===== src/design/plat_pkg.sv =====
package plat_pkg;

	// *******************************************************************
	// Sizes and basic types
	// *******************************************************************
	localparam int NUM_CORE = 2;
	localparam int MAX_CORE = 4;

	typedef logic [31:0] word_t;
	typedef logic [11:0] addr_t;
	typedef logic [3:0] boot_mode_t;
	typedef logic [$clog2(MAX_CORE)-1:0] core_idx_t;
	// Holds 0 up to 2*NUM_CORE
	typedef logic [$clog2(2*NUM_CORE+1)-1:0] fin_cnt_t;

	typedef enum logic [1:0] {
		BOOT_RESET     = 2'd0,
		BOOT_APP_LOAD  = 2'd1,
		BOOT_ALL_READY = 2'd2
	} boot_status_e;

	// *******************************************************************
	// Register map
	// *******************************************************************
	localparam addr_t REG_BOOT_MODE       = 12'h000;
	localparam addr_t REG_BOOT_STATUS     = 12'h004;
	localparam addr_t REG_BOOT_CMD        = 12'h008;
	localparam addr_t REG_JTAG_SEL        = 12'h00C;
	localparam addr_t REG_CORE_FINISH     = 12'h010;
	localparam addr_t REG_FINISH_CNT      = 12'h014;
	localparam addr_t REG_EXIT_REQ        = 12'h018;
	localparam addr_t REG_IMP_TYPE        = 12'h01C;
	localparam addr_t REG_FLASH_BASE      = 12'h020;
	localparam addr_t REG_SCRATCH         = 12'h024;
	localparam addr_t REG_RESET_PC_BASE   = 12'h040;
	localparam addr_t REG_RESET_INST_BASE = 12'h060;

	// Command codes and read-only values
	localparam word_t BOOT_CMD_LOAD  = 32'd1;
	localparam word_t BOOT_CMD_READY = 32'd2;
	localparam word_t IMP_TYPE_RTL   = 32'h0000_0001;
	localparam word_t FLASH_BASE     = 32'h2000_0000;
	localparam word_t INVALID_WORD   = 32'hFFFF_FFFF;

	// *******************************************************************
	// Bus structures
	// *******************************************************************
	typedef struct packed {
		logic  sel;
		logic  enable;
		logic  write;
		addr_t addr;
		word_t wdata;
	} apb_req_t;

	typedef struct packed {
		logic  ready;
		logic  slverr;
		word_t rdata;
	} apb_rsp_t;

	// Internal single-cycle access toward the register file
	typedef struct packed {
		logic  valid;
		logic  write;
		addr_t addr;
		word_t wdata;
	} reg_acc_t;

	typedef struct packed {
		logic  done;
		logic  err;
		word_t rdata;
	} reg_rsp_t;

endpackage


===== src/design/plat_sync_bank.sv =====
module plat_sync_bank
(
	input  logic rvx_port_08,
	input  logic rvx_port_14,

	input  plat_pkg::boot_mode_t i_boot_mode,
	input  logic i_jtag_sel,
	input  plat_pkg::word_t [plat_pkg::NUM_CORE-1:0] i_reset_pc,
	input  plat_pkg::word_t [plat_pkg::NUM_CORE-1:0] i_reset_inst,

	output plat_pkg::boot_mode_t o_boot_mode,
	output logic o_jtag_sel,
	output plat_pkg::word_t [plat_pkg::NUM_CORE-1:0] o_reset_pc,
	output plat_pkg::word_t [plat_pkg::NUM_CORE-1:0] o_reset_inst
);

	// All asynchronous pins gathered into one vector
	typedef struct packed {
		plat_pkg::boot_mode_t boot_mode;
		logic jtag_sel;
		plat_pkg::word_t [plat_pkg::NUM_CORE-1:0] reset_pc;
		plat_pkg::word_t [plat_pkg::NUM_CORE-1:0] reset_inst;
	} pin_t;

	pin_t pin_async;
	pin_t pin_meta;
	pin_t pin_sync;

	assign pin_async = '{boot_mode: i_boot_mode, jtag_sel: i_jtag_sel,
		reset_pc: i_reset_pc, reset_inst: i_reset_inst};

	// Two flop stages per bit
	always_ff @(posedge rvx_port_08, negedge rvx_port_14)
	begin
		if (!rvx_port_14)
		begin
			pin_meta <= '0;
			pin_sync <= '0;
		end
		else
		begin
			pin_meta <= pin_async;
			pin_sync <= pin_meta;
		end
	end

	assign o_boot_mode  = pin_sync.boot_mode;
	assign o_jtag_sel   = pin_sync.jtag_sel;
	assign o_reset_pc   = pin_sync.reset_pc;
	assign o_reset_inst = pin_sync.reset_inst;

endmodule


===== src/design/plat_bus_arbiter.sv =====
module plat_bus_arbiter
(
	input  logic rvx_port_08,
	input  logic rvx_port_14,

	input  plat_pkg::apb_req_t i_core_req,
	input  plat_pkg::apb_req_t i_dbg_req,
	input  plat_pkg::reg_rsp_t i_rsp,

	output plat_pkg::apb_rsp_t o_core_rsp,
	output plat_pkg::apb_rsp_t o_dbg_rsp,
	output plat_pkg::reg_acc_t o_acc
);

	typedef enum logic [1:0] {
		IDLE,
		GRANT_CORE,
		GRANT_DBG
	} grant_e;

	grant_e state;
	grant_e state_next;
	logic core_access;
	logic dbg_access;
	logic acc_issued;
	plat_pkg::apb_req_t req_sel;

	// A port competes only in its access phase
	assign core_access = i_core_req.sel & i_core_req.enable;
	assign dbg_access  = i_dbg_req.sel & i_dbg_req.enable;

	always_comb
	begin
		state_next = state;
		case (state)
			IDLE:
				if (dbg_access)
					state_next = GRANT_DBG;
				else if (core_access)
					state_next = GRANT_CORE;
			GRANT_CORE, GRANT_DBG:
				if (i_rsp.done)
					state_next = IDLE;
			default:
				state_next = IDLE;
		endcase
	end

	always_ff @(posedge rvx_port_08, negedge rvx_port_14)
	begin
		if (!rvx_port_14)
			state <= IDLE;
		else
			state <= state_next;
	end

	// Grant is held until done, so issue only once per grant
	always_ff @(posedge rvx_port_08, negedge rvx_port_14)
	begin
		if (!rvx_port_14)
			acc_issued <= 1'b0;
		else if (o_acc.valid)
			acc_issued <= 1'b1;
		else if (i_rsp.done)
			acc_issued <= 1'b0;
	end

	assign req_sel = (state == GRANT_DBG) ? i_dbg_req : i_core_req;

	assign o_acc.valid = (state != IDLE) & ~acc_issued;
	assign o_acc.write = req_sel.write;
	assign o_acc.addr  = req_sel.addr;
	assign o_acc.wdata = req_sel.wdata;

	// Response goes to the granted port only
	assign o_core_rsp.ready  = i_rsp.done & (state == GRANT_CORE);
	assign o_core_rsp.slverr = o_core_rsp.ready & i_rsp.err;
	assign o_core_rsp.rdata  = i_rsp.rdata;

	assign o_dbg_rsp.ready  = i_rsp.done & (state == GRANT_DBG);
	assign o_dbg_rsp.slverr = o_dbg_rsp.ready & i_rsp.err;
	assign o_dbg_rsp.rdata  = i_rsp.rdata;

endmodule


===== src/design/plat_vector_table.sv =====
module plat_vector_table
(
	input  plat_pkg::word_t [plat_pkg::NUM_CORE-1:0] i_reset_pc,
	input  plat_pkg::word_t [plat_pkg::NUM_CORE-1:0] i_reset_inst,
	input  plat_pkg::core_idx_t i_idx,
	input  logic i_sel_inst,

	output plat_pkg::word_t o_word
);

	plat_pkg::word_t pc_slot [plat_pkg::MAX_CORE];
	plat_pkg::word_t inst_slot [plat_pkg::MAX_CORE];

	// Slots without a core read back as all ones
	for (genvar g = 0; g < plat_pkg::MAX_CORE; g++)
	begin : g_slot
		if (g < plat_pkg::NUM_CORE)
		begin : g_used
			assign pc_slot[g]   = i_reset_pc[g];
			assign inst_slot[g] = i_reset_inst[g];
		end
		else
		begin : g_pad
			assign pc_slot[g]   = plat_pkg::INVALID_WORD;
			assign inst_slot[g] = plat_pkg::INVALID_WORD;
		end
	end

	assign o_word = i_sel_inst ? inst_slot[i_idx] : pc_slot[i_idx];

endmodule


===== src/design/plat_finish_counter.sv =====
module plat_finish_counter
(
	input  logic rvx_port_08,
	input  logic rvx_port_14,

	input  logic i_finish,

	output plat_pkg::fin_cnt_t o_count,
	output logic o_all_done
);

	plat_pkg::fin_cnt_t count;

	// Holds at full scale instead of wrapping
	always_ff @(posedge rvx_port_08, negedge rvx_port_14)
	begin
		if (!rvx_port_14)
			count <= '0;
		else if (i_finish && (count != '1))
			count <= count + 1'b1;
	end

	assign o_count = count;

	// Every core reports twice
	assign o_all_done = (count == plat_pkg::fin_cnt_t'(2 * plat_pkg::NUM_CORE));

endmodule


===== src/design/plat_ctrl.sv =====
module plat_ctrl
(
	input  logic rvx_port_08,
	input  logic rvx_port_14,

	input  plat_pkg::reg_acc_t i_acc,
	input  plat_pkg::boot_mode_t i_boot_mode,
	input  logic i_jtag_sel,
	input  plat_pkg::word_t i_vec_word,
	input  plat_pkg::fin_cnt_t i_fin_count,

	output plat_pkg::reg_rsp_t o_rsp,
	output plat_pkg::core_idx_t o_vec_idx,
	output logic o_vec_sel_inst,
	output logic o_finish,
	output logic o_exit_req
);

	plat_pkg::boot_status_e boot_status;
	plat_pkg::word_t scratch;
	plat_pkg::word_t rd_data;
	plat_pkg::word_t rsp_rdata;
	logic rsp_done;
	logic rsp_err;
	logic acc_err;
	logic vec_hit;
	logic wr_en;
	logic exit_flag;

	// *******************************************************************
	// Decode and read mux
	// *******************************************************************
	assign o_vec_sel_inst = (i_acc.addr[11:4] == plat_pkg::REG_RESET_INST_BASE[11:4]);
	assign o_vec_idx = i_acc.addr[3:2];
	assign vec_hit = ((i_acc.addr[11:4] == plat_pkg::REG_RESET_PC_BASE[11:4]) ||
		o_vec_sel_inst) && (i_acc.addr[1:0] == 2'b00);

	always_comb
	begin
		rd_data = '0;
		acc_err = i_acc.write;
		case (i_acc.addr)
			plat_pkg::REG_BOOT_MODE:   rd_data = plat_pkg::word_t'(i_boot_mode);
			plat_pkg::REG_BOOT_STATUS: rd_data = plat_pkg::word_t'(boot_status);
			plat_pkg::REG_JTAG_SEL:    rd_data = plat_pkg::word_t'(i_jtag_sel);
			plat_pkg::REG_FINISH_CNT:  rd_data = plat_pkg::word_t'(i_fin_count);
			plat_pkg::REG_IMP_TYPE:    rd_data = plat_pkg::IMP_TYPE_RTL;
			plat_pkg::REG_FLASH_BASE:  rd_data = plat_pkg::FLASH_BASE;
			// Command registers take writes only
			plat_pkg::REG_BOOT_CMD, plat_pkg::REG_CORE_FINISH:
				acc_err = ~i_acc.write;
			plat_pkg::REG_EXIT_REQ:
			begin
				rd_data = plat_pkg::word_t'(exit_flag);
				acc_err = 1'b0;
			end
			plat_pkg::REG_SCRATCH:
			begin
				rd_data = scratch;
				acc_err = 1'b0;
			end
			default:
				if (vec_hit)
					rd_data = i_vec_word;
				else
					acc_err = 1'b1;
		endcase
	end

	assign wr_en = i_acc.valid & i_acc.write & ~acc_err;

	// *******************************************************************
	// Response, one cycle after the access
	// *******************************************************************
	always_ff @(posedge rvx_port_08, negedge rvx_port_14)
	begin
		if (!rvx_port_14)
			rsp_done <= 1'b0;
		else
			rsp_done <= i_acc.valid;
	end

	always_ff @(posedge rvx_port_08)
	begin
		if (i_acc.valid)
		begin
			rsp_err   <= acc_err;
			rsp_rdata <= (i_acc.write || acc_err) ? '0 : rd_data;
		end
	end

	assign o_rsp.done  = rsp_done;
	assign o_rsp.err   = rsp_err;
	assign o_rsp.rdata = rsp_rdata;

	// *******************************************************************
	// Writable state
	// *******************************************************************
	always_ff @(posedge rvx_port_08, negedge rvx_port_14)
	begin
		if (!rvx_port_14)
		begin
			boot_status <= plat_pkg::BOOT_RESET;
			exit_flag   <= 1'b0;
			scratch     <= '0;
			o_finish    <= 1'b0;
		end
		else
		begin
			o_finish <= wr_en && (i_acc.addr == plat_pkg::REG_CORE_FINISH);
			if (wr_en && (i_acc.addr == plat_pkg::REG_SCRATCH))
				scratch <= i_acc.wdata;
			// Sticky until reset
			if (wr_en && (i_acc.addr == plat_pkg::REG_EXIT_REQ) && i_acc.wdata[0])
				exit_flag <= 1'b1;
			if (wr_en && (i_acc.addr == plat_pkg::REG_BOOT_CMD))
			begin
				// Unknown commands are dropped quietly
				if ((boot_status == plat_pkg::BOOT_RESET) &&
					(i_acc.wdata == plat_pkg::BOOT_CMD_LOAD))
					boot_status <= plat_pkg::BOOT_APP_LOAD;
				else if ((boot_status == plat_pkg::BOOT_APP_LOAD) &&
					(i_acc.wdata == plat_pkg::BOOT_CMD_READY))
					boot_status <= plat_pkg::BOOT_ALL_READY;
			end
		end
	end

	assign o_exit_req = exit_flag;

endmodule


===== src/design/plat_top.sv =====
module plat_top
(
	input  logic rvx_port_08,
	input  logic rvx_port_14,

	input  plat_pkg::apb_req_t i_core_req,
	output plat_pkg::apb_rsp_t o_core_rsp,
	input  plat_pkg::apb_req_t i_dbg_req,
	output plat_pkg::apb_rsp_t o_dbg_rsp,

	input  plat_pkg::boot_mode_t i_boot_mode,
	input  logic i_jtag_sel,
	input  plat_pkg::word_t [plat_pkg::NUM_CORE-1:0] i_reset_pc,
	input  plat_pkg::word_t [plat_pkg::NUM_CORE-1:0] i_reset_inst,

	output logic o_all_done,
	output logic o_exit_req
);

	plat_pkg::reg_acc_t acc;
	plat_pkg::reg_rsp_t rsp;
	plat_pkg::boot_mode_t boot_mode_sync;
	logic jtag_sel_sync;
	plat_pkg::word_t [plat_pkg::NUM_CORE-1:0] reset_pc_sync;
	plat_pkg::word_t [plat_pkg::NUM_CORE-1:0] reset_inst_sync;
	plat_pkg::core_idx_t vec_idx;
	logic vec_sel_inst;
	plat_pkg::word_t vec_word;
	logic finish;
	plat_pkg::fin_cnt_t fin_count;

	plat_sync_bank u_sync (
		.rvx_port_08(rvx_port_08), .rvx_port_14(rvx_port_14),
		.i_boot_mode(i_boot_mode), .i_jtag_sel(i_jtag_sel),
		.i_reset_pc(i_reset_pc), .i_reset_inst(i_reset_inst),
		.o_boot_mode(boot_mode_sync), .o_jtag_sel(jtag_sel_sync),
		.o_reset_pc(reset_pc_sync), .o_reset_inst(reset_inst_sync)
	);

	plat_bus_arbiter u_arbiter (
		.rvx_port_08(rvx_port_08), .rvx_port_14(rvx_port_14),
		.i_core_req(i_core_req), .i_dbg_req(i_dbg_req), .i_rsp(rsp),
		.o_core_rsp(o_core_rsp), .o_dbg_rsp(o_dbg_rsp), .o_acc(acc)
	);

	plat_vector_table u_vec_table (
		.i_reset_pc(reset_pc_sync), .i_reset_inst(reset_inst_sync),
		.i_idx(vec_idx), .i_sel_inst(vec_sel_inst), .o_word(vec_word)
	);

	plat_finish_counter u_fin_cnt (
		.rvx_port_08(rvx_port_08), .rvx_port_14(rvx_port_14),
		.i_finish(finish), .o_count(fin_count), .o_all_done(o_all_done)
	);

	plat_ctrl u_ctrl (
		.rvx_port_08(rvx_port_08), .rvx_port_14(rvx_port_14),
		.i_acc(acc), .i_boot_mode(boot_mode_sync), .i_jtag_sel(jtag_sel_sync),
		.i_vec_word(vec_word), .i_fin_count(fin_count),
		.o_rsp(rsp), .o_vec_idx(vec_idx), .o_vec_sel_inst(vec_sel_inst),
		.o_finish(finish), .o_exit_req(o_exit_req)
	);

endmodule


===== config.mk =====
export PLATFORM = sky130hd
export DESIGN_NAME = plat_top
export DESIGN_NICKNAME = d
export VERILOG_FILES = /design/src/design/plat_pkg.sv /design/src/design/plat_sync_bank.sv /design/src/design/plat_bus_arbiter.sv /design/src/design/plat_vector_table.sv /design/src/design/plat_finish_counter.sv /design/src/design/plat_ctrl.sv /design/src/design/plat_top.sv
export SDC_FILE = /design/constraint.sdc
export NUM_CORES = 1
export LEC_CHECK = 0
export BUFFER_PORTS_ARGS = -buffer_cell sky130_fd_sc_hd__buf_2
export CORE_AREA = 2 2 142 199
export DETAILED_ROUTE_END_ITERATION = 6
export DIE_AREA = 0 0 144 201
export GPL_TIMING_DRIVEN = 0
export PLACE_DENSITY_LB_ADDON = 0.1
export SYNTH_ARGS = -nofsm -noshare
export SYNTH_HDL_FRONTEND = slang
export SYNTH_SLANG_ARGS = --single-unit

===== constraint.sdc =====
create_clock -name rvx_port_08 -period 4.3 [get_ports rvx_port_08]
set_input_delay 0.86 -clock rvx_port_08 [delete_from_list [all_inputs] [get_ports rvx_port_08]]
set_output_delay 0.86 -clock rvx_port_08 [all_outputs]
set_load 0.1 [all_outputs]

==> results.cfg <==
[yosys]
syn_nets = 1036
ys_seq_area_frac = 0.722
netlist_top_cells_area = dfrtp_1 64%, mux2i_1 8.4%, edfxtp_1 8.2%
synthCells = 801
syn_area_um2 = 12100
synth_flop_cell = dfrtp_1
synthArstFlopShare = 0.904
yosys.area.top_type = dfrtp_1
synth_area_per_cell_um2 = 15.1
synth_cell_types = 58
synth-edff-count = 33
ys_warn_count = 0
synth_top_area_frac = 0.640
ys_seq_elements = 342

[cts]
h-tree-depth = 2
clk_latency_ps = 520
post-cts-setup-buffers = 0
cts_tree = built
cts_buffer_depth = 3
cts.sinks = 342
clk_pin_slew_worst_paths_ps = 60
cts_made_buffers = 34
root_buffer = clkbuf_16
postCtsResizedCells = 0

[routing]
firstDrtPassIters = 6
vias = 7552
wl_um = 29000
avgRoutedWirePerCell_um = 18.9
routed_via_density = 4.91
drt_iter0_drc = 338
ant_nets = 0
drc = 0

[grt]
antenna_found_initial = 4
grtUsageTotal = 0.202
grt_pass1_wl_um = 43500
first_global_vias = 7772
overflow = 0
grt_max_degree = 107

[critical_path]
worstSetupPathType = flip-flop to output pin
r2r-start = u_arbiter.state[0]
reg2reg_setup_slack_ps = 1140
end_kind = output pin
critPathLaunch = u_arbiter.state[0]
reg2reg_depth = 10
cp-start-kind = flip-flop
critPathRequiredTime_ps = 3440
cp.arrival_ps = 2950
r2r-end = u_ctrl.rsp_rdata[2]
cp_max_fo = 19

[place]
dp.final_hpwl_um = 21400
io_buffer_count = 298
place_worst_setup_slack_ps = 499
gp_congestion = 0.835

[sta]
fin_skew_ps = 18.1
setup_viol = 0
fmax_mhz = 262
rsz0062_at_grt = false
slew_violations = 0
period_needed_ps = 3810
relSlewSlack = 0.511
finalCritPeriodShare = 0.886
finalWorstSetupSlack_ps = 489
worst_pin_slew_ps = 727
finalHoldViolCount = 0

[pwr]
total_power_mw = 7.86
powerDensity_nw_per_um2 = 512
ir_drop_v = 0.000376
p_leak_nw = 7.41

[finish]
multi_input_area_um2 = 2880
syn2layout_area_growth_pct = 26.9
fillers = 2251
regArea_um2 = 8720
final_common_cell = dfrtp_1
drive_gt1_frac = 0.385
final_cell_mix = 309 x dfrtp_1, 308 x buf_2, 101 x mux2i_1, 48 x a21oi_1, 43 x nor2_1
nNetsFinal = 1372

[worst_hold_path]
hold_start = u_sync.pin_meta[129]
whs_path_depth = 0
hold_path_end = u_sync.o_boot_mode[0]
min_path_type = flip-flop to flip-flop

[die]
die_h_um = 201
io_pins = 299
fp.dieW_um = 144
dieArea_um2 = 28900
start_util = 0.443
num_rows = 72
core_area_um2 = 27300

[outcome]
status = finished, final reports clean

[flow_run]
maxCapViolations = 0
-- timing repair --
item / in CTS / in global routing
hold buffers: 0 / 0
endpoints found under the setup margin: 2 / 0
endpoints found under the hold margin: 0 / 0
-- kinds of logic after synthesis --
kind of cell,count (synthesis),synth area share
flops,342,0.722
simple gates,137,0.0599
compound gates,132,0.0831
mux,105,0.0873
buf+inv,78,0.0412
fa+ha+maj,6,0.00621
xor+xnor,1,0.000725
-- through the flow --
stage               hold slack [ps]  area [µm²]   util  TNS, ps  cells
floorplan                       331       12100      -        0    801
global route                    346       15300  0.562        0   1536
CTS                             342       15300  0.562        0   1533
detailed placement              335       14100  0.518        0   1472
global placement                332       14000  0.515  -949700   1469
finish                          339       15300  0.562        0   1537
-- Yosys cell counts (5+ instances only) --
master and count:
dfrtp_1 309, mux2i_1 101, nand2_1 31, inv_1 10, edfxtp_1 33, a221o_1 32, buf_6 8, buf_2 11
buf_4 35, nand3_1 5, clkbuf_1 13, nor3_1 7, nor4_1 14, nor2_1 44, a21oi_2 19, ha_1 6
a21oi_1 48
-- cell type report --
| cell class | instances | area share |
|---|---|---|
| clock buffers | 55 | 0.0719 |
| inverters | 10 | 0.00245 |
| well taps | 370 | 0.0302 |
| repair buffers | 301 | 0.103 |
| flip-flops and latches | 342 | 0.569 |
| plain buffers | 67 | 0.0298 |
| multi-input cells | 381 | 0.188 |
| clock inverters | 7 | 0.00595 |
| diodes | 4 | 0.000653 |
-- worst max path at each step --
stage / endpoint / slack (ps) / depth (start not counted)
6_report: o_dbg_rsp[32] / 490 / 8
2_1_floorplan: o_dbg_rsp[32] / 860 / 8
5_1_grt: o_dbg_rsp[32] / 290 / 8
3_5_place_dp: o_dbg_rsp[32] / 500 / 9
4_1_cts: o_dbg_rsp[32] / 410 / 8
3_3_place_gp: u_sync.pin_meta[105] / -3110 / 1
-- critical path, cell delays in order, from the launching register on --
cell and delay (ps):
dfrtp_1 380, inv_1 100, ha_1 220, buf_6 160, buf_6 150, buf_2 240, buf_2 520, and3_1 240
buf_2 420
-- registers in the layout, indices dropped and copies added, names as in the netlist --
name and flops:
u_ctrl.o_exit_req 1, u_ctrl.rsp_err 1, u_ctrl.rsp_rdata 32, u_ctrl.o_finish 1, u_arbiter.acc_issued 1, u_fin_cnt.o_count 3, u_ctrl.scratch 32, u_sync.o_reset_inst 64
u_arbiter.state 2, u_ctrl.boot_status 2, u_sync.o_jtag_sel 1, u_sync.o_reset_pc 64, u_sync.pin_meta 133, u_ctrl.rsp_done 1, u_sync.o_boot_mode 4
-- per-layer routing --
layer  global-route usage  part of all wire  wire (µm)
met5                    0                 0          0
met3               0.0417             0.059       1710
met4               0.0777             0.030        861
met2                0.335              0.50      14500
met1                0.261              0.41      11900
-- power breakdown --
part / internal (mW) / switching [mW] / leakage (nW)
Combinational: 0.355 / 0.922 / 2.83
Clock: 1.88 / 1.20 / 0.584
Sequential: 3.44 / 0.0632 / 3.99
Power figures use the tool's default switching activity.
